**config.mk**
```make
export PLATFORM = sky130hd
export DESIGN_NAME = dma_top
export DESIGN_NICKNAME = d
export VERILOG_FILES = /design/src/dma_pkg.sv /design/src/dma_top.sv /design/src/dma_engine.sv /design/src/dma_burst_buffer.sv /design/src/dma_arbiter.sv /design/src/dma_channel_regs.sv
export SDC_FILE = /design/constraint.sdc
export NUM_CORES = 1
export LEC_CHECK = 0
export BUFFER_PORTS_ARGS = -buffer_cell sky130_fd_sc_hd__clkbuf_2
export CORE_MARGIN = 2
export CORE_UTILIZATION = 63
export CTS_BUF_LIST = sky130_fd_sc_hd__clkbuf_8
export DETAILED_ROUTE_END_ITERATION = 6
export MAX_ROUTING_LAYER = met4
export PLACE_DENSITY = 0.81
export RECOVER_POWER = 50
export SLEW_MARGIN = 20
export SYNTH_ARGS = -nofsm -noshare
export SYNTH_HDL_FRONTEND = slang
export SYNTH_SLANG_ARGS = --single-unit
```
**constraint.sdc**
```tcl
create_clock -name clk -period 6.57 [get_ports clk]
set_input_delay 1.314 -clock clk [delete_from_list [all_inputs] [get_ports clk]]
set_output_delay 1.314 -clock clk [all_outputs]
set_load 0.01 [all_outputs]
```
**src/dma_pkg.sv**
```systemverilog
`default_nettype none

package dma_pkg;

  typedef logic [31:0] addr_t;
  typedef logic [31:0] word_t;
  typedef logic [15:0] count_t;
  typedef logic [2:0]  prio_t;
  typedef logic [1:0]  burst_mode_t;
  typedef logic [2:0]  chunk_len_t;

  localparam int MAX_BURST = 4;

  // Burst mode codes, code 3 behaves as quad
  localparam burst_mode_t BM_SINGLE = 2'd0;
  localparam burst_mode_t BM_DUAL   = 2'd1;
  localparam burst_mode_t BM_QUAD   = 2'd2;

  // Channel-local byte offsets
  localparam logic [3:0] REG_SRC   = 4'h0;
  localparam logic [3:0] REG_DST   = 4'h4;
  localparam logic [3:0] REG_COUNT = 4'h8;
  localparam logic [3:0] REG_CTRL  = 4'hc;

  // CTRL bit positions
  localparam int CTRL_START     = 0;
  localparam int CTRL_MODE_LO   = 1;
  localparam int CTRL_MODE_HI   = 2;
  localparam int CTRL_SRC_FIXED = 3;
  localparam int CTRL_DST_FIXED = 4;
  localparam int CTRL_PRIO_LO   = 5;
  localparam int CTRL_PRIO_HI   = 7;
  localparam int CTRL_DONE      = 8;

  typedef enum logic [1:0] {
    IDLE,
    READ,
    TURN,
    WRITE
  } engine_state_t;

endpackage

`default_nettype wire
```
**src/dma_top.sv**
```systemverilog
`default_nettype none
`timescale 1ns/1ps

module dma_top import dma_pkg::*; #(
  parameter int NUM_CH = 4
) (
  input  logic              clk,
  input  logic              rst_n,
  input  logic              psel,
  input  logic              penable,
  input  logic              pwrite,
  input  logic [5:0]        paddr,
  input  word_t             pwdata,
  output word_t             prdata,
  output logic              pready,
  output logic              pslverr,
  output logic              mem_req,
  output logic              mem_write,
  output addr_t             mem_addr,
  output word_t             mem_wdata,
  input  logic              mem_ready,
  input  word_t             mem_rdata,
  output logic [NUM_CH-1:0] done_intr
);

  logic [1:0]         sel_ch;
  logic               ch_valid;
  logic               apb_access;
  logic [NUM_CH-1:0]  wr_en;
  logic [NUM_CH-1:0]  rd_en;
  word_t              rdata_list [NUM_CH];
  addr_t              src_list [NUM_CH];
  addr_t              dst_list [NUM_CH];
  count_t             count_list [NUM_CH];
  burst_mode_t        mode_list [NUM_CH];
  logic [NUM_CH-1:0]  src_fixed_list;
  logic [NUM_CH-1:0]  dst_fixed_list;
  prio_t [NUM_CH-1:0] prio_list;
  logic [NUM_CH-1:0]  pending;
  logic [NUM_CH-1:0]  grant_oh;
  logic [1:0]         owner;
  logic               go;
  logic               arbitrate;
  logic               busy;
  logic               fresh;
  logic               chunk_start;
  logic               chunk_done;
  addr_t              src_next;
  addr_t              dst_next;
  count_t             count_next;
  logic               buf_push;
  logic               buf_pop;
  word_t              buf_data_in;
  word_t              buf_data_out;
  logic               buf_empty;

  // ================================================
  // APB decode
  // ================================================
  assign sel_ch     = paddr[5:4];
  assign ch_valid   = int'(sel_ch) < NUM_CH;
  assign apb_access = psel && penable;
  assign pready     = 1'b1;
  assign pslverr    = apb_access && !ch_valid;

  // Only the selected bank drives nonzero read data
  always_comb
  begin
    prdata = '0;
    for (int i = 0; i < NUM_CH; i++)
      prdata = prdata | rdata_list[i];
  end

  for (genvar i = 0; i < NUM_CH; i++)
  begin : g_ch
    assign wr_en[i] = apb_access && pwrite && (sel_ch == 2'(i));
    assign rd_en[i] = psel && !pwrite && (sel_ch == 2'(i));

    dma_channel_regs u_regs (
      .clk        (clk),
      .rst_n      (rst_n),
      .wr_en      (wr_en[i]),
      .rd_en      (rd_en[i]),
      .reg_offset (paddr[3:0]),
      .wdata      (pwdata),
      .rdata      (rdata_list[i]),
      .granted    (grant_oh[i]),
      .chunk_done (chunk_done),
      .src_next   (src_next),
      .dst_next   (dst_next),
      .count_next (count_next),
      .src_addr   (src_list[i]),
      .dst_addr   (dst_list[i]),
      .count      (count_list[i]),
      .burst_mode (mode_list[i]),
      .src_fixed  (src_fixed_list[i]),
      .dst_fixed  (dst_fixed_list[i]),
      .prio       (prio_list[i]),
      .pending    (pending[i]),
      .done_intr  (done_intr[i])
    );
  end

  // ================================================
  // Chunk-boundary arbitration
  // ================================================
  // One arbitration cycle in IDLE before every chunk
  assign go        = fresh && |(pending & grant_oh);
  assign arbitrate = !busy && !go;

  always_ff @(posedge clk)
  begin
    if (!rst_n)
    begin
      busy  <= 1'b0;
      fresh <= 1'b0;
    end
    else
    begin
      if (chunk_start)
        busy <= 1'b1;
      else if (chunk_done)
        busy <= 1'b0;
      if (arbitrate)
        fresh <= 1'b1;
      else if (chunk_start)
        fresh <= 1'b0;
    end
  end

  dma_arbiter #(
    .NUM_CH (NUM_CH)
  ) u_arbiter (
    .clk       (clk),
    .rst_n     (rst_n),
    .pending   (pending),
    .prio_list (prio_list),
    .arbitrate (arbitrate),
    .grant_oh  (grant_oh),
    .owner     (owner)
  );

  dma_engine u_engine (
    .clk          (clk),
    .rst_n        (rst_n),
    .go           (go),
    .src_addr     (src_list[owner]),
    .dst_addr     (dst_list[owner]),
    .count        (count_list[owner]),
    .burst_mode   (mode_list[owner]),
    .src_fixed    (src_fixed_list[owner]),
    .dst_fixed    (dst_fixed_list[owner]),
    .chunk_start  (chunk_start),
    .chunk_done   (chunk_done),
    .src_next     (src_next),
    .dst_next     (dst_next),
    .count_next   (count_next),
    .mem_req      (mem_req),
    .mem_write    (mem_write),
    .mem_addr     (mem_addr),
    .mem_wdata    (mem_wdata),
    .mem_ready    (mem_ready),
    .mem_rdata    (mem_rdata),
    .buf_push     (buf_push),
    .buf_pop      (buf_pop),
    .buf_data_in  (buf_data_in),
    .buf_data_out (buf_data_out)
  );

  dma_burst_buffer u_buffer (
    .clk       (clk),
    .rst_n     (rst_n),
    .clear     (chunk_start),
    .push      (buf_push),
    .pop       (buf_pop),
    .push_data (buf_data_in),
    .pop_data  (buf_data_out),
    .empty     (buf_empty),
    .full      ()
  );

  // Every chunk writes out exactly what it read
  a_chunk_drains_buffer: assert property (
    @(posedge clk) disable iff (!rst_n) chunk_done |=> buf_empty
  ) else $error("burst buffer not empty after chunk");

endmodule

`default_nettype wire

```
**src/dma_engine.sv**
```systemverilog
`default_nettype none
`timescale 1ns/1ps

module dma_engine import dma_pkg::*; (
  input  logic        clk,
  input  logic        rst_n,
  input  logic        go,
  input  addr_t       src_addr,
  input  addr_t       dst_addr,
  input  count_t      count,
  input  burst_mode_t burst_mode,
  input  logic        src_fixed,
  input  logic        dst_fixed,
  output logic        chunk_start,
  output logic        chunk_done,
  output addr_t       src_next,
  output addr_t       dst_next,
  output count_t      count_next,
  output logic        mem_req,
  output logic        mem_write,
  output addr_t       mem_addr,
  output word_t       mem_wdata,
  input  logic        mem_ready,
  input  word_t       mem_rdata,
  output logic        buf_push,
  output logic        buf_pop,
  output word_t       buf_data_in,
  input  word_t       buf_data_out
);

  engine_state_t state;
  chunk_len_t    len;
  chunk_len_t    beats;
  chunk_len_t    burst_len;
  chunk_len_t    len_now;
  addr_t         rd_addr;
  addr_t         wr_addr;
  addr_t         rd_step;
  logic          beat_ok;
  logic          last_beat;

  always_comb
  begin
    case (burst_mode)
      BM_SINGLE: burst_len = 3'd1;
      BM_DUAL:   burst_len = 3'd2;
      BM_QUAD:   burst_len = 3'd4;
      default:   burst_len = chunk_len_t'(MAX_BURST);
    endcase
  end

  // Short tail when fewer words remain than a full burst
  assign len_now = (count < count_t'(burst_len)) ? chunk_len_t'(count) : burst_len;

  assign beat_ok   = mem_req && mem_ready;
  assign last_beat = (beats == len - 3'd1);

  assign rd_step    = src_fixed ? rd_addr : rd_addr + addr_t'(4);
  assign src_next   = rd_addr;
  assign dst_next   = dst_fixed ? wr_addr : wr_addr + addr_t'(4);
  assign count_next = count - count_t'(len);

  assign chunk_start = (state == IDLE) && go;
  assign chunk_done  = (state == WRITE) && beat_ok && last_beat;

  // ================================================
  // Memory master port
  // ================================================
  assign mem_req     = (state == READ) || (state == WRITE);
  assign mem_write   = (state == WRITE);
  assign mem_addr    = mem_write ? wr_addr : rd_addr;
  assign mem_wdata   = buf_data_out;
  assign buf_push    = (state == READ) && beat_ok;
  assign buf_pop     = (state == WRITE) && beat_ok;
  assign buf_data_in = mem_rdata;

  always_ff @(posedge clk)
  begin
    if (!rst_n)
    begin
      state <= IDLE;
      len   <= '0;
      beats <= '0;
    end
    else
    begin
      case (state)
        IDLE:
          if (go)
          begin
            len   <= len_now;
            beats <= '0;
            state <= READ;
          end
        READ:
          if (beat_ok)
          begin
            beats <= beats + 3'd1;
            if (last_beat)
              state <= TURN;
          end
        TURN:
        begin
          beats <= '0;
          state <= WRITE;
        end
        WRITE:
          if (beat_ok)
          begin
            beats <= beats + 3'd1;
            if (last_beat)
              state <= IDLE;
          end
        default: state <= IDLE;
      endcase
    end
  end

  // Beat addresses, stepped on each accepted beat
  always_ff @(posedge clk)
  begin
    if (chunk_start)
    begin
      rd_addr <= src_addr;
      wr_addr <= dst_addr;
    end
    else if (buf_push)
      rd_addr <= rd_step;
    else if (buf_pop)
      wr_addr <= dst_next;
  end

endmodule

`default_nettype wire

```
**src/dma_burst_buffer.sv**
```systemverilog
`default_nettype none
`timescale 1ns/1ps

module dma_burst_buffer import dma_pkg::*; (
  input  logic  clk,
  input  logic  rst_n,
  input  logic  clear,
  input  logic  push,
  input  logic  pop,
  input  word_t push_data,
  output word_t pop_data,
  output logic  empty,
  output logic  full
);

  localparam int PW = $clog2(MAX_BURST);
  localparam int CW = $clog2(MAX_BURST + 1);

  word_t         mem [MAX_BURST];
  logic [PW-1:0] wr_ptr;
  logic [PW-1:0] rd_ptr;
  logic [CW-1:0] level;

  assign pop_data = mem[rd_ptr];
  assign empty    = (level == '0);
  assign full     = (level == CW'(MAX_BURST));

  always_ff @(posedge clk)
  begin
    if (!rst_n || clear)
    begin
      wr_ptr <= '0;
      rd_ptr <= '0;
      level  <= '0;
    end
    else
    begin
      if (push)
        wr_ptr <= wr_ptr + PW'(1);
      if (pop)
        rd_ptr <= rd_ptr + PW'(1);
      case ({push, pop})
        2'b10:   level <= level + CW'(1);
        2'b01:   level <= level - CW'(1);
        default: level <= level;
      endcase
    end
  end

  always_ff @(posedge clk)
  begin
    if (push)
      mem[wr_ptr] <= push_data;
  end

  a_no_overflow: assert property (
    @(posedge clk) disable iff (!rst_n) !(push && full)
  ) else $error("push into full burst buffer");

  a_no_underflow: assert property (
    @(posedge clk) disable iff (!rst_n) !(pop && empty)
  ) else $error("pop from empty burst buffer");

endmodule

`default_nettype wire

```
**src/dma_arbiter.sv**
```systemverilog
`default_nettype none
`timescale 1ns/1ps

module dma_arbiter import dma_pkg::*; #(
  parameter int NUM_CH = 4
) (
  input  logic              clk,
  input  logic              rst_n,
  input  logic [NUM_CH-1:0] pending,
  input  prio_t [NUM_CH-1:0] prio_list,
  input  logic              arbitrate,
  output logic [NUM_CH-1:0] grant_oh,
  output logic [1:0]        owner
);

  logic [NUM_CH-1:0] pick_oh;
  logic [1:0]        pick_idx;
  prio_t             best_prio;
  logic              found;

  // Strict compare keeps ties on the lower index
  always_comb
  begin
    pick_oh   = '0;
    pick_idx  = '0;
    best_prio = '0;
    found     = 1'b0;
    for (int i = 0; i < NUM_CH; i++)
    begin
      if (pending[i] && (!found || prio_list[i] > best_prio))
      begin
        found      = 1'b1;
        best_prio  = prio_list[i];
        pick_idx   = 2'(i);
        pick_oh    = '0;
        pick_oh[i] = 1'b1;
      end
    end
  end

  always_ff @(posedge clk)
  begin
    if (!rst_n)
    begin
      grant_oh <= '0;
      owner    <= '0;
    end
    else if (arbitrate)
    begin
      grant_oh <= pick_oh;
      owner    <= pick_idx;
    end
  end

  a_grant_onehot: assert property (
    @(posedge clk) disable iff (!rst_n) $onehot0(grant_oh)
  ) else $error("more than one channel granted");

endmodule

`default_nettype wire

```
**src/dma_channel_regs.sv**
```systemverilog
`default_nettype none
`timescale 1ns/1ps

module dma_channel_regs import dma_pkg::*; (
  input  logic        clk,
  input  logic        rst_n,
  input  logic        wr_en,
  input  logic        rd_en,
  input  logic [3:0]  reg_offset,
  input  word_t       wdata,
  output word_t       rdata,
  input  logic        granted,
  input  logic        chunk_done,
  input  addr_t       src_next,
  input  addr_t       dst_next,
  input  count_t      count_next,
  output addr_t       src_addr,
  output addr_t       dst_addr,
  output count_t      count,
  output burst_mode_t burst_mode,
  output logic        src_fixed,
  output logic        dst_fixed,
  output prio_t       prio,
  output logic        pending,
  output logic        done_intr
);

  logic start;
  logic done;
  logic write_back;

  assign write_back = granted && chunk_done;
  assign pending    = start && (count != '0);
  assign done_intr  = done;

  // ================================================
  // Control word and remaining count
  // ================================================
  always_ff @(posedge clk)
  begin
    if (!rst_n)
    begin
      start      <= 1'b0;
      done       <= 1'b0;
      count      <= '0;
      burst_mode <= BM_SINGLE;
      src_fixed  <= 1'b0;
      dst_fixed  <= 1'b0;
      prio       <= '0;
    end
    else
    begin
      if (wr_en && reg_offset == REG_COUNT)
        count <= wdata[15:0];
      if (wr_en && reg_offset == REG_CTRL)
      begin
        start      <= wdata[CTRL_START];
        burst_mode <= wdata[CTRL_MODE_HI:CTRL_MODE_LO];
        src_fixed  <= wdata[CTRL_SRC_FIXED];
        dst_fixed  <= wdata[CTRL_DST_FIXED];
        prio       <= wdata[CTRL_PRIO_HI:CTRL_PRIO_LO];
        // Write one to clear
        if (wdata[CTRL_DONE])
          done <= 1'b0;
      end
      if (write_back)
      begin
        count <= count_next;
        if (count_next == '0)
        begin
          start <= 1'b0;
          done  <= 1'b1;
        end
      end
    end
  end

  always_ff @(posedge clk)
  begin
    if (wr_en && reg_offset == REG_SRC)
      src_addr <= wdata;
    if (wr_en && reg_offset == REG_DST)
      dst_addr <= wdata;
    if (write_back)
    begin
      src_addr <= src_next;
      dst_addr <= dst_next;
    end
  end

  always_comb
  begin
    rdata = '0;
    if (rd_en)
    begin
      case (reg_offset)
        REG_SRC:   rdata = src_addr;
        REG_DST:   rdata = dst_addr;
        REG_COUNT: rdata = word_t'(count);
        REG_CTRL:
        begin
          rdata[CTRL_START]                = start;
          rdata[CTRL_MODE_HI:CTRL_MODE_LO] = burst_mode;
          rdata[CTRL_SRC_FIXED]            = src_fixed;
          rdata[CTRL_DST_FIXED]            = dst_fixed;
          rdata[CTRL_PRIO_HI:CTRL_PRIO_LO] = prio;
          rdata[CTRL_DONE]                 = done;
        end
        default:   rdata = '0;
      endcase
    end
  end

  // Software must not touch a bank while its chunk is retiring
  a_no_wr_on_write_back: assert property (
    @(posedge clk) disable iff (!rst_n) !(wr_en && write_back)
  ) else $error("APB write collided with chunk write-back");

endmodule

`default_nettype wire

```
==> qor.csv <==
stage;metric;value;unit
outcome;status;finished with violations;
outcome;failing checks;DRC, capacitance limit, slew limit;
placed_design;input/output buffers;177;
synth;Seq/Total Area, Yosys;0.543;
clock_tree;Setup Fix Bufs, Post-CTS;0;
worst_setup_path;WS Path Type;input pin to flip-flop;
sta;fmax;154;MHz
worst_setup_path;CP max FO;20;
worst_setup_path;reg2reg setup slack;0.55;ns
power;VDD IR max;0.156;mV
worst_setup_path;crit start category;input pin;
sta;RSZ-0062 raised after global routing;no;
sta;final hold violation count;0;
synth;Unique masters post-synth;69;
power;P per Cell Area;229;nW/um^2
worst_setup_path;Worst path max stage delay;3.44;ns
worst_setup_path;R2R cell count;25;
placed_design;placed wire-length estimate;60400;um
routing;Routed Antenna Nets;0;
worst_setup_path;RR Endpoint;u_arbiter.grant_oh[1]$_SDFFE_PN0P_;
synth;count leader, synth;nand2_1;
synth;syn avg cell area;11.3;sq um
routing;post-DR vias/cell;7.21;
clock_tree;clk_lat worst skew;0.71;ns
global_route;gr ovfl total;0;
routing;via count;24306;
clock_tree;Reg clk slew, reported paths;0.05;ns
floorplanning;core footprint;46300;sq um
clock_tree;CTS Buf Count;90;
worst_setup_path;CP endpoint kind;flip-flop;
global_route;largest net degree at the start of global routing;97;
placed_design;GP Congestion;0.982;
routing;Residual DRC;12;
clock_tree;CTS tree;yes;
routing;final WL;95900;um
routing;DRT Pass-1 Iters;7;
clock_tree;CTS H-tree depth;3;
worst_setup_path;Critical Path Sink;g_ch[1].u_regs.dst_addr[12]$_DFFE_PP_;
synth;Synth Flop Type;edfxtp_1;
floorplanning;Die W;220;um
final_layout;Nets;2790;
synth;Syn Inst Count;2587;
sta;Final setup viols;0;
routing;average wire per standard cell;28.5;um
synth;EDFF count, synth;448;
worst_setup_path;Cell Chain, Critical Path;clkbuf_1 -> nor3_1 -> nand2_1 -> clkbuf_1 -> o21ai_0 -> buf_4;
sta;final period utilization;0.987;
sta;Max Slew Vio Count;816;
clock_tree;root buffer cell;clkbuf_8;
clock_tree;Post-CTS Hold Fix Bufs;0;
floorplanning;cell row count;79;
synth;Synth area leaders;edfxtp_1 46%, mux4_2 8.8%, dfxtp_1 8.3%;
synth;Post-synth ARST share;0;
floorplanning;die height;220;um
clock_tree;TritonCTS Sinks;570;
worst_hold_path;hold path startpoint;busy$_SDFFE_PN0P_;
synth;flops & latches, synth;570;
worst_setup_path;CP dominant cell by count;clkbuf_1;
worst_hold_path;Hold Crit Class;flip-flop to flip-flop;
power;total power;0.00735;W
worst_setup_path;Worst R2R Start;g_ch[0].u_regs.count[8]$_SDFFE_PN0P_;
synth;cell taking the most area after synthesis;edfxtp_1;
floorplanning;Die ar.;48200;sq um
sta;Slew HR;-1.86;
global_route;total track usage;0.413;
global_route;vias in the first global route;23912;
run;max-cap violations;23;
synth;Yosys warnings;0;
synth;Mapped Area;29300;sq um
worst_setup_path;crit path from;paddr[1];
clock_tree;Resized Gates After CTS;0;
worst_setup_path;Crit-path slowest cell;o21ai_0;
routing;drt initial violations;3987;
worst_setup_path;WP data required;6.92;ns
global_route;antenna violations before repair;4;
final_layout;FILL cells;3322;
sta;fin crit period;6.49;ns
sta;Final TNS setup;0;ns
synth;syn nets;2690;
floorplanning;Ports;180;
sta;Max Clock Skew;0.0334;ns
final_layout;layout cells sized above 1;0.176;
clock_tree;Clock Tree Buf Depth;3;
worst_setup_path;WP data arrival;6.83;ns
synth;top cell type's share of synthesized area;0.459;
sta;Slew @ Worst Pin;4.24;ns
floorplanning;Initial Utilization;0.633;
power;P_leak;11.1;nW
global_route;first-pass GRT wire length;143000;um
synth;top cells by count, synth;533 x nand2_1, 448 x edfxtp_1, 177 x o21ai_0;
final_layout;Area growth syn-to-layout;9.56;%
-- worst max-delay path, delay by kind of cell --
| family | cells | cell delay (ns) |
|---|---|---|
| AO/OA/AOI/OAI | 1 | 3.44 |
| buffers and inverters | 3 | 1.55 |
| AND/OR/NAND/NOR | 2 | 0.51 |
-- through the flow --
step                      setup slack (ns)   util  hold slack (ns)  instance area [sq um]  instances
after floorplan                       1.63      -            0.418                  29300       2587
after global placement               0.843  0.663            0.454                  30700       3202
after detailed placement             0.721  0.663            0.463                  30700       3202
after CTS                            0.703  0.699            0.475                  32300       3365
after global routing                 0.167  0.694            0.499                  32100       3369
final                               0.0846  0.694            0.470                  32100       3369
-- per-layer routing --
metal	global-route usage	wire, um	share of wire
met5	-	0	0
met4	0.260	6980	0.073
met3	0.108	13800	0.14
met2	0.622	43900	0.46
met1	0.499	31200	0.33
-- how the worst min path moves through the flow --
stage,to,slack [ns],cells past startpoint
final,fresh$_SDFFE_PN0P_,0.47,1
after global routing,g_ch[3].u_regs.src_fixed$_SDFFE_PN0P_,0.50,2
after CTS,g_ch[3].u_regs.src_fixed$_SDFFE_PN0P_,0.47,2
after detailed placement,fresh$_SDFFE_PN0P_,0.46,1
after global placement,fresh$_SDFFE_PN0P_,0.45,1
after floorplan,fresh$_SDFFE_PN0P_,0.42,1
-- report_power, final --
| group | internal, W | switching [W] |
|---|---|---|
| Clock | 0.00138 | 0.00144 |
| Combinational | 0.000165 | 0.000323 |
| Sequential | 0.00396 | 0.0000725 |
| Total | 0.00551 | 0.00184 |
-- registers in the layout, indices dropped and copies added, names as in the netlist, 8 cells and up, named ones only --
signal and count:
u_buffer.mem 128, g_ch.u_regs.src_addr 128, g_ch.u_regs.prio 12, u_engine.src_next 32
g_ch.u_regs.count 64, g_ch.u_regs.burst_mode 8, g_ch.u_regs.dst_addr 128, u_engine.wr_addr 32
-- area by class of cell --
class | instances | area, sq um | share of cell area
diodes | 4 | 10.0 | 0.000312
clock buffers | 95 | 1310 | 0.0407
clock inverters | 68 | 343 | 0.0107
inverters | 28 | 105 | 0.00327
multi-input cells | 1768 | 12500 | 0.389
flip-flops and latches | 570 | 15900 | 0.495
well taps | 607 | 759 | 0.0237
repair buffers | 229 | 1180 | 0.0366
-- cell families (layout without fill, tap and decap cells) --
logic type | after synthesis | in the layout | synth area share
AO/OA/AOI/OAI | 590 | 590 | 0.135
adder cells (fa/ha/maj) | 27 | 27 | 0.0118
other | 2 | 6 | 0.000256
multiplexers | 225 | 225 | 0.129
AND/OR/NAND/NOR | 849 | 849 | 0.125
buffers and inverters | 249 | 420 | 0.0335
XOR/XNOR | 75 | 75 | 0.0224
flip-flops | 570 | 570 | 0.543
-- cell usage in the layout (no fill, tap or decap), drive strengths merged, types with 6 or more instances in the layout --
cell / synthesis / layout
a211oi: 66 / 66
a21oi: 90 / 90
a222oi: 28 / 28
a22oi: 137 / 137
and2: 10 / 10
and3: 20 / 20
buf: 55 / 35
clkbuf: 166 / 289
clkinv: 0 / 30
dfxtp: 122 / 122
edfxtp: 448 / 448
ha: 26 / 26
inv: 28 / 63
mux2: 49 / 49
mux2i: 60 / 60
mux4: 116 / 116
nand2: 533 / 533
nand3: 39 / 39
nand4: 16 / 16
nor2: 135 / 135
nor2b: 20 / 20
nor3: 9 / 9
nor4: 21 / 21
o211a: 12 / 12
o21ai: 181 / 181
o221ai: 23 / 23
o22a: 23 / 23
or2: 6 / 6
or3: 6 / 6
or4: 13 / 13
xnor2: 33 / 33
xor2: 42 / 42
No activity file was read; power rests on OpenSTA's default activity.
